**config.mk**
```make
export PLATFORM = sky130hd
export DESIGN_NAME = exec_lane_top
export DESIGN_NICKNAME = d
export VERILOG_FILES = /design/src/exec_pkg.sv /design/src/exec_if.sv /design/src/issue_decode.sv /design/src/simple_alu.sv /design/src/writeback_buffer.sv /design/src/exec_lane_top.sv
export SDC_FILE = /design/constraint.sdc
export NUM_CORES = 1
export LEC_CHECK = 0
export CAP_MARGIN = 10
export CORE_ASPECT_RATIO = 0.75
export CORE_MARGIN = 2
export CORE_UTILIZATION = 59
export CTS_CLUSTER_SIZE = 40
export DETAILED_ROUTE_END_ITERATION = 10
export DONT_BUFFER_PORTS = 1
export GPL_ROUTABILITY_DRIVEN = 1
export HOLD_SLACK_MARGIN = 0.03
export PLACE_DENSITY = 0.83
export SYNTH_ARGS = -nofsm -noshare
export SYNTH_HDL_FRONTEND = slang
export SYNTH_SLANG_ARGS = --single-unit
```
**constraint.sdc**
```tcl
create_clock -name clk_i -period 3.8 [get_ports clk_i]
set_clock_uncertainty 0.1 [all_clocks]
set_input_delay 0.76 -clock clk_i [delete_from_list [all_inputs] [get_ports clk_i]]
set_output_delay 0.76 -clock clk_i [all_outputs]
set_load 0.1 [all_outputs]
```
**src/exec_pkg.sv**
```systemverilog
/*
 * Execute lane package.
 * Holds the widths, vector types, completion flag layout and the
 * opcode encoding shared by the decode, ALU and writeback stages.
 */

package exec_pkg;

	// widths are fixed by the instruction set.
	localparam int DATA_W  = 32;
	localparam int IMMD_W  = 16;
	localparam int SHAMT_W = 5;
	localparam int TAG_W   = 6;
	localparam int FLAGS_W = 2;
	localparam int OP_W    = 6;

	// completion flag bit positions.
	localparam int FLAG_EXEC  = 1; // set for every real operation.
	localparam int FLAG_CARRY = 0; // carry-out of signed add/sub only.

	typedef logic [DATA_W-1:0]  data_t;
	typedef logic [IMMD_W-1:0]  immd_t;
	typedef logic [SHAMT_W-1:0] shamt_t;
	typedef logic [TAG_W-1:0]   tag_t;
	typedef logic [FLAGS_W-1:0] flags_t;

	// Opcodes that are not listed here execute as a NOP.
	typedef enum logic [OP_W-1:0] {
		ADD    = 6'h00,
		ADDI   = 6'h01,
		ADDU   = 6'h02,
		ADDIU  = 6'h03,
		SUB    = 6'h04,
		SUBU   = 6'h05,
		AND_OP = 6'h06,
		ANDI   = 6'h07,
		OR_OP  = 6'h08,
		ORI    = 6'h09,
		XOR_OP = 6'h0a,
		XORI   = 6'h0b,
		NOR_OP = 6'h0c,
		SLL    = 6'h0d,
		SLLV   = 6'h0e,
		SRL    = 6'h0f,
		SRLV   = 6'h10,
		SRA    = 6'h11,
		SRAV   = 6'h12,
		SLT    = 6'h13,
		SLTI   = 6'h14,
		SLTU   = 6'h15,
		SLTIU  = 6'h16,
		LUI    = 6'h17,
		NOP    = 6'h18
	} alu_op_e;

endpackage

```
**src/exec_if.sv**
```systemverilog
/*
 * Execute lane stage interface.
 * Carries the decoded instruction from the decode register through
 * the combinational ALU to the writeback register, plus the ready
 * that flows back from writeback.
 */

`timescale 1ns/10ps

interface exec_if
	import exec_pkg::*;
();

	logic    valid;
	alu_op_e opcode;
	data_t   operand_a;
	data_t   operand_b;
	shamt_t  shamt;
	tag_t    tag;
	data_t   result;    // combinational ALU output.
	flags_t  flags;
	logic    ready;     // writeback can take the current instruction.

	modport decode_mp (output valid, opcode, operand_a, operand_b, shamt, tag, input ready);

	modport alu_mp (input opcode, operand_a, operand_b, shamt, output result, flags);

	modport wb_mp (input valid, tag, result, flags, output ready);

endinterface

```
**src/issue_decode.sv**
```systemverilog
/*
 * Issue and decode stage.
 * Accepts issued instructions under valid/ready, extends the immediate,
 * picks the shift source and registers uniform operands for the ALU.
 */

`timescale 1ns/10ps

module issue_decode
	import exec_pkg::*;
(
	input  logic      clk_i,
	input  logic      rst_i,
	input  logic      in_valid_i,
	output logic      in_ready_o,
	input  alu_op_e   in_opcode_i,
	input  data_t     in_data1_i,
	input  data_t     in_data2_i,
	input  immd_t     in_immd_i,
	input  tag_t      in_tag_i,
	exec_if.decode_mp ex
);

	logic    valid_q;
	logic    accept;
	data_t   imm_sext;
	data_t   imm_zext;
	data_t   opa_d;
	data_t   opb_d;
	shamt_t  shamt_d;
	alu_op_e opcode_q;
	data_t   opa_q;
	data_t   opb_q;
	shamt_t  shamt_q;
	tag_t    tag_q;

	assign in_ready_o = !valid_q || ex.ready; // empty, or the entry moves on this cycle.
	assign accept     = in_valid_i && in_ready_o;

	assign imm_sext = {{(DATA_W-IMMD_W){in_immd_i[IMMD_W-1]}}, in_immd_i};
	assign imm_zext = {{(DATA_W-IMMD_W){1'b0}}, in_immd_i};

	// Register forms pass data1/data2 through unchanged.
	always_comb
	begin
		opa_d   = in_data1_i;
		opb_d   = in_data2_i;
		shamt_d = '0;
		case (in_opcode_i)
			ADDI, ADDIU, SLTI:           opb_d = imm_sext;
			ANDI, ORI, XORI, SLTIU, LUI: opb_d = imm_zext;
			SLL, SRL, SRA:               shamt_d = in_immd_i[SHAMT_W-1:0];
			SLLV, SRLV, SRAV:
			begin
				// variable shifts move data2 by the low bits of data1.
				opa_d   = in_data2_i;
				shamt_d = in_data1_i[SHAMT_W-1:0];
			end
			default: ;
		endcase
	end

	always_ff @(posedge clk_i)
	begin
		if (rst_i)
			valid_q <= 1'b0;
		else if (in_ready_o)
			valid_q <= in_valid_i;
	end

	always_ff @(posedge clk_i)
	begin
		if (accept)
		begin
			opcode_q <= in_opcode_i;
			opa_q    <= opa_d;
			opb_q    <= opb_d;
			shamt_q  <= shamt_d;
			tag_q    <= in_tag_i;
		end
	end

	assign ex.valid     = valid_q;
	assign ex.opcode    = opcode_q;
	assign ex.operand_a = opa_q;
	assign ex.operand_b = opb_q;
	assign ex.shamt     = shamt_q;
	assign ex.tag       = tag_q;

endmodule

```
**src/simple_alu.sv**
```systemverilog
/*
 * Simple integer ALU.
 * Purely combinational. Produces the result word and the completion
 * flags (executed, carry) from the decoded operands and shift amount.
 */

`timescale 1ns/10ps

module simple_alu
	import exec_pkg::*;
(
	exec_if.alu_mp ex
);

	logic [DATA_W:0] sum;
	logic [DATA_W:0] diff;
	data_t           result;
	logic            executed;
	logic            carry;

	// 33-bit add and subtract whose top bit is the carry-out.
	assign sum  = {1'b0, ex.operand_a} + {1'b0, ex.operand_b};
	assign diff = {1'b0, ex.operand_a} - {1'b0, ex.operand_b};

	always_comb
	begin
		result   = '0;
		executed = 1'b1;
		carry    = 1'b0;
		case (ex.opcode)
			ADD, ADDI:
			begin
				result = sum[DATA_W-1:0];
				carry  = sum[DATA_W];
			end
			ADDU, ADDIU:
			begin
				result = sum[DATA_W-1:0]; // unsigned forms report no carry.
			end
			SUB:
			begin
				result = diff[DATA_W-1:0];
				carry  = diff[DATA_W];
			end
			SUBU:
			begin
				result = diff[DATA_W-1:0];
			end
			AND_OP, ANDI:
			begin
				result = ex.operand_a & ex.operand_b;
			end
			OR_OP, ORI:
			begin
				result = ex.operand_a | ex.operand_b;
			end
			XOR_OP, XORI:
			begin
				result = ex.operand_a ^ ex.operand_b;
			end
			NOR_OP:
			begin
				result = ~(ex.operand_a | ex.operand_b);
			end
			SLL, SLLV:
			begin
				result = ex.operand_a << ex.shamt;
			end
			SRL, SRLV:
			begin
				result = ex.operand_a >> ex.shamt;
			end
			SRA, SRAV:
			begin
				result = $signed(ex.operand_a) >>> ex.shamt; // sign bit fills from the top.
			end
			SLT, SLTI:
			begin
				result = data_t'($signed(ex.operand_a) < $signed(ex.operand_b));
			end
			SLTU, SLTIU:
			begin
				result = data_t'(ex.operand_a < ex.operand_b);
			end
			LUI:
			begin
				// the immediate arrives zero-extended in operand_b.
				result = {ex.operand_b[IMMD_W-1:0], {(DATA_W-IMMD_W){1'b0}}};
			end
			default:
			begin
				// NOP and any unlisted code complete with nothing done.
				executed = 1'b0;
			end
		endcase
	end

	always_comb
	begin
		ex.flags             = '0;
		ex.flags[FLAG_EXEC]  = executed;
		ex.flags[FLAG_CARRY] = carry;
	end

	assign ex.result = result;

endmodule

```
**src/writeback_buffer.sv**
```systemverilog
/*
 * Writeback buffer.
 * One-entry output register for result, flags and tag. Holds its entry
 * while the consumer stalls and passes back-pressure to decode.
 */

`timescale 1ns/10ps

module writeback_buffer
	import exec_pkg::*;
(
	input  logic   clk_i,
	input  logic   rst_i,
	exec_if.wb_mp  ex,
	output logic   out_valid_o,
	input  logic   out_ready_i,
	output data_t  out_result_o,
	output flags_t out_flags_o,
	output tag_t   out_tag_o
);

	logic   full_q;
	logic   take;
	data_t  result_q;
	flags_t flags_q;
	tag_t   tag_q;

	// Free when empty or when the consumer drains the entry this cycle.
	assign ex.ready = !full_q || out_ready_i;
	assign take     = ex.valid && ex.ready;

	always_ff @(posedge clk_i)
	begin
		if (rst_i)
			full_q <= 1'b0;
		else if (ex.ready)
			full_q <= ex.valid; // refill or go empty.
	end

	always_ff @(posedge clk_i)
	begin
		if (take)
		begin
			result_q <= ex.result;
			flags_q  <= ex.flags;
			tag_q    <= ex.tag;
		end
	end

	assign out_valid_o  = full_q;
	assign out_result_o = result_q;
	assign out_flags_o  = flags_q;
	assign out_tag_o    = tag_q;

endmodule

```
**src/exec_lane_top.sv**
```systemverilog
/*
 * Integer execute lane.
 * Decode register, combinational ALU and writeback register joined by
 * the stage interface. Two cycles from accept to output valid.
 */

`timescale 1ns/10ps

module exec_lane_top
	import exec_pkg::*;
(
	input  logic    clk_i,
	input  logic    rst_i,
	input  logic    in_valid_i,
	output logic    in_ready_o,
	input  alu_op_e in_opcode_i,
	input  data_t   in_data1_i,
	input  data_t   in_data2_i,
	input  immd_t   in_immd_i,
	input  tag_t    in_tag_i,
	output logic    out_valid_o,
	input  logic    out_ready_i,
	output data_t   out_result_o,
	output flags_t  out_flags_o,
	output tag_t    out_tag_o
);

	exec_if ex ();

	issue_decode u_decode (
		.clk_i       (clk_i),
		.rst_i       (rst_i),
		.in_valid_i  (in_valid_i),
		.in_ready_o  (in_ready_o),
		.in_opcode_i (in_opcode_i),
		.in_data1_i  (in_data1_i),
		.in_data2_i  (in_data2_i),
		.in_immd_i   (in_immd_i),
		.in_tag_i    (in_tag_i),
		.ex          (ex.decode_mp)
	);

	simple_alu u_alu (
		.ex (ex.alu_mp)
	);

	writeback_buffer u_wb (
		.clk_i        (clk_i),
		.rst_i        (rst_i),
		.ex           (ex.wb_mp),
		.out_valid_o  (out_valid_o),
		.out_ready_i  (out_ready_i),
		.out_result_o (out_result_o),
		.out_flags_o  (out_flags_o),
		.out_tag_o    (out_tag_o)
	);

endmodule

```
==> report_table.html <==
<table>
<tr><th>Metric</th><th>Value</th></tr>
<tr><th colspan="2">Flow run</th></tr>
<tr><td>Max-cap check violation count</td><td>0</td></tr>
<tr><th colspan="2">Route</th></tr>
<tr><td>Vias after detailed routing</td><td>14700</td></tr>
<tr><td>Detailed-router iteration count before antenna repair</td><td>7</td></tr>
<tr><td>Avg Vias per Cell</td><td>7.52</td></tr>
<tr><td>Routed wl met2</td><td>23.8 mm</td></tr>
<tr><td>Iter 0 DRT Violations</td><td>2877</td></tr>
<tr><td>Routed met3 length</td><td>10.4 mm</td></tr>
<tr><td>Number of routed nets with antenna violations</td><td>0</td></tr>
<tr><td>Routed wire length</td><td>60.1 mm</td></tr>
<tr><td>Wire per inst</td><td>30.6 um</td></tr>
<tr><td>DRC errors left</td><td>0</td></tr>
<tr><td>Max Used Layer</td><td>met5</td></tr>
<tr><td>Post-route met1 wirelength</td><td>22.7 mm</td></tr>
<tr><th colspan="2">Synth</th></tr>
<tr><td>Top FF cell, synth</td><td>edfxtp_1</td></tr>
<tr><td>Post-synthesis register bit count</td><td>123</td></tr>
<tr><td>Mapped Avg Cell Area</td><td>8.39 um^2</td></tr>
<tr><td>Unique cell type count in the Yosys netlist</td><td>83</td></tr>
<tr><td>EDFF count, synth</td><td>121</td></tr>
<tr><td>Number of standard cells after synthesis</td><td>1628</td></tr>
<tr><td>Async S/R FF share, synth</td><td>0</td></tr>
<tr><td>Synth Cell Area</td><td>0.0137 mm^2</td></tr>
<tr><td>Sequential cell area fraction in the yosys report</td><td>0.269</td></tr>
<tr><td>Synthesized Nets</td><td>1825</td></tr>
<tr><td>Yosys warnings</td><td>0</td></tr>
<tr><th colspan="2">STA</th></tr>
<tr><td>Worst Max-Slew Pin Slew</td><td>1.23 ns</td></tr>
<tr><td>Maximum clock frequency</td><td>0.270 GHz</td></tr>
<tr><td>Setup Viol. Count Final</td><td>0</td></tr>
<tr><td>Period minus WS final</td><td>3.71 ns</td></tr>
<tr><td>Share of the cycle needed by the critical path after routing</td><td>0.976</td></tr>
<tr><td>Unrepaired setup endpoints after global routing</td><td>no</td></tr>
<tr><td>Hold Vio Cnt, Final</td><td>0</td></tr>
<tr><td>Sum of negative setup slack</td><td>0 ns</td></tr>
<tr><td>Normalized max-slew margin</td><td>0.177</td></tr>
<tr><td>Number of slew-limit violations in the final report</td><td>0</td></tr>
<tr><th colspan="2">Floorplan</th></tr>
<tr><td>Placeable core area</td><td>0.0229 mm^2</td></tr>
<tr><td>Die H</td><td>136 um</td></tr>
<tr><td>Number of ports placed on the die boundary</td><td>138</td></tr>
<tr><td>Count of standard-cell rows</td><td>48</td></tr>
<tr><td>Area of the die</td><td>0.0244 mm^2</td></tr>
<tr><td>Die X</td><td>180 um</td></tr>
<tr><td>Initial standard-cell utilization of the core</td><td>0.597</td></tr>
<tr><th colspan="2">Power and ir drop</th></tr>
<tr><td>Proportion of total power due to net switching</td><td>0.413</td></tr>
<tr><td>Static power due to leakage</td><td>6.23 nW</td></tr>
<tr><td>Sequential share of power</td><td>0.355</td></tr>
<tr><td>Cell internal pwr</td><td>0.00321 W</td></tr>
<tr><td>Logic gate share of total power</td><td>0.334</td></tr>
<tr><td>Net switching power</td><td>0.00226 W</td></tr>
<tr><td>PD cells</td><td>361 mW/mm^2</td></tr>
<tr><td>Maximum resistive drop on vdd</td><td>0.000360 V</td></tr>
<tr><td>Power share of the clock group</td><td>0.311</td></tr>
<tr><th colspan="2">Finish</th></tr>
<tr><td>Share of cells above drive strength 1</td><td>0.150</td></tr>
<tr><td>Number of nets in the layout</td><td>1846</td></tr>
<tr><td>Finished Cell Area</td><td>0.0152 mm^2</td></tr>
<tr><td>Fill cell total of the finished layout</td><td>1876</td></tr>
<tr><td>Area growth from synthesis to final layout</td><td>10.9%</td></tr>
<tr><td>Number of diodes added for antenna fixing</td><td>0</td></tr>
<tr><th colspan="2">GRT</th></tr>
<tr><td>Largest net degree at the start of global routing</td><td>59</td></tr>
<tr><td>Overall Global Routing Usage</td><td>0.484</td></tr>
<tr><td>GRT overflow</td><td>0</td></tr>
<tr><td>Via count of the first global-routing pass</td><td>13400</td></tr>
<tr><td>Global-route wire length before repair</td><td>87.3 mm</td></tr>
<tr><td>Antenna violations before repair</td><td>3</td></tr>
<tr><th colspan="2">Critical path</th></tr>
<tr><td>Worst endpoint required time</td><td>3.85 ns</td></tr>
<tr><td>Worst Path Max Fanout</td><td>11</td></tr>
<tr><td>Kind of end point of the critical path</td><td>flop</td></tr>
<tr><td>Path depth of the worst reg2reg path</td><td>11</td></tr>
<tr><td>Startpoint types</td><td>flop</td></tr>
<tr><td>CP arrival</td><td>3.76 ns</td></tr>
<tr><td>Setup Crit Path Kind</td><td>reg2reg</td></tr>
<tr><th colspan="2">Placement</th></tr>
<tr><td>Number of buffers inserted by port buffering</td><td>0</td></tr>
<tr><td>Detail Placement HPWL</td><td>46.3 mm</td></tr>
<tr><td>Area post-placement</td><td>0.0145 mm^2</td></tr>
<tr><td>GP Congestion</td><td>1.15</td></tr>
<tr><th colspan="2">CTS</th></tr>
<tr><td>Clock tree from TritonCTS</td><td>yes</td></tr>
<tr><td>Later-pin clock latency in the skew report</td><td>0.45 ns</td></tr>
<tr><td>Clock transition at the register clock pins on the worst setup and hold paths after CTS</td><td>0.08 ns</td></tr>
<tr><td>Number of H-tree levels</td><td>4</td></tr>
<tr><td>Total number of clock tree sinks</td><td>123</td></tr>
<tr><td>Buffer depth of the longest clock path</td><td>2</td></tr>
<tr><td>Number of buffers inserted by post-CTS setup repair</td><td>0</td></tr>
<tr><td>CTS buffer count</td><td>17</td></tr>
<tr><td>CTS Root Cell</td><td>clkbuf_16</td></tr>
<tr><th colspan="2">Status</th></tr>
<tr><td>Status</td><td>finished, final reports clean</td></tr>
<tr><th colspan="2">Hold path</th></tr>
<tr><td>Hold Path Stages</td><td>1</td></tr>
<tr><td>Path class of the lowest-slack min-delay path</td><td>in2reg</td></tr>
</table>
## Yosys cell counts (21+ instances only)
cell type	instances	area (um^2)
nand3_1	21	105
nor3_1	33	165
a21oi_1	119	596
edfxtp_1	121	3630
o21ai_0	110	551
mux2_2	24	270
a221oi_1	27	236
clkbuf_1	78	293
buf_2	21	105
ha_1	99	1240
mux2i_1	41	410
nand2_1	224	841
inv_1	103	387
a211oi_1	24	180
o211ai_1	34	255
a21o_1	30	225
o21bai_1	21	158
mux4_2	45	1010
nor2_1	153	574
## worst max-delay path: stages, from the launching register on
cell      delay [ns]
edfxtp_1        0.63
buf_4           0.28
buf_4           0.18
nand2_1         0.10
a21boi_0        0.33
o22ai_1         0.15
o21ai_0         0.40
a21oi_1         0.16
o22ai_1         0.51
nand2_1         0.24
o21ai_0         0.15
nand3_1         0.17
## cell type report
class                   count  area, um^2  area share
flip-flops and latches    123        3670       0.242
clock inverters            15         175      0.0116
clock buffers              17         425      0.0281
multi-input cells        1282        9130       0.602
repair buffers            119         981      0.0647
well taps                 300         375      0.0248
inverters                 106         398      0.0263
## worst paths after layout
check	from	endpoint	slack, ns
max	u_decode.ex.shamt[2]$_DFFE_PP_	u_wb.out_result_o[3]$_DFFE_PP_	0.09
min	rst_i	u_decode.ex.valid$_SDFFE_PP0N_	0.28
max reg2reg	u_decode.ex.shamt[2]$_DFFE_PP_	u_wb.out_result_o[3]$_DFFE_PP_	0.09
min reg2reg	u_decode.ex.tag[1]$_DFFE_PP_	u_wb.out_tag_o[1]$_DFFE_PP_	0.32
## power groups by stage
| stage | sequential (W) | combinational [W] | clock (W) |
|---|---|---|---|
| finish | 0.00194 | 0.00183 | 0.00170 |
| CTS | 0.00193 | 0.00172 | 0.00170 |
| global route | 0.00194 | 0.00191 | 0.00176 |
| floorplan | 0.00192 | 0.00114 | 0 |
| detailed placement | 0.00196 | 0.00171 | 0 |
| global placement | 0.00196 | 0.00169 | 0 |
## stage by stage
stage               hold WS (ns)  total power, W  utilization  std cells  setup slack, ns
CTS                        0.278         0.00536        0.661       1962            0.140
detailed placement         0.305         0.00367        0.635       1930            0.142
global route               0.272         0.00561        0.662       1962           0.0294
floorplan                  0.300         0.00305            -       1628            0.478
global placement           0.302         0.00365        0.635       1930            0.273
finish                     0.285         0.00547        0.662       1962           0.0920
## layer usage
metal  up-vias  track usage
li1       6143            -
met4         4        0.211
met5         -            0
met1      6888        0.662
met3       259        0.185
met2      1453        0.679
## cells by family after synthesis
group,after synthesis,synth area share
DFF,123,0.269
and+or+nand+nor,521,0.168
xor gates and xnor gates,8,0.00513
muxes,110,0.124
adders and majority gates,101,0.0936
AOI/OAI and AO/OA,542,0.272
buffers and inverters,223,0.0682
## what timing repair did
item                                    4_1_cts  5_1_grt
resized for setup                             0        4
endpoints found under the setup margin        0        5
hold buffers                                  0        0
## sequential cells by signal (all words and copies together), names as in the netlist
register,count
u_decode.ex.operand_b,32
u_decode.ex.tag,6
u_decode.ex.valid,1
u_wb.out_flags_o,2
u_decode.ex.shamt,5
u_wb.out_valid_o,1
u_decode.ex.operand_a,32
u_wb.out_result_o,32
u_wb.out_tag_o,6
u_decode.ex.opcode,6
## cells in the final DEF (no fill, tap or decap), types with 15 or more instances in the layout
cell,synthesis,final
ha_1,99,99
o31ai_1,15,15
mux4_2,45,45
o21bai_1,21,20
edfxtp_1,121,121
nor2_1,153,153
o211ai_1,34,34
mux2i_1,41,41
nand3_1,21,21
a21oi_1,119,118
a21o_1,30,30
clkbuf_16,0,17
a221oi_1,27,27
inv_1,103,103
o21ai_0,110,110
buf_4,8,112
nor3_1,33,32
nand2_1,224,224
a211oi_1,24,23
mux2_2,24,24
Power figures use the tool's default switching activity.
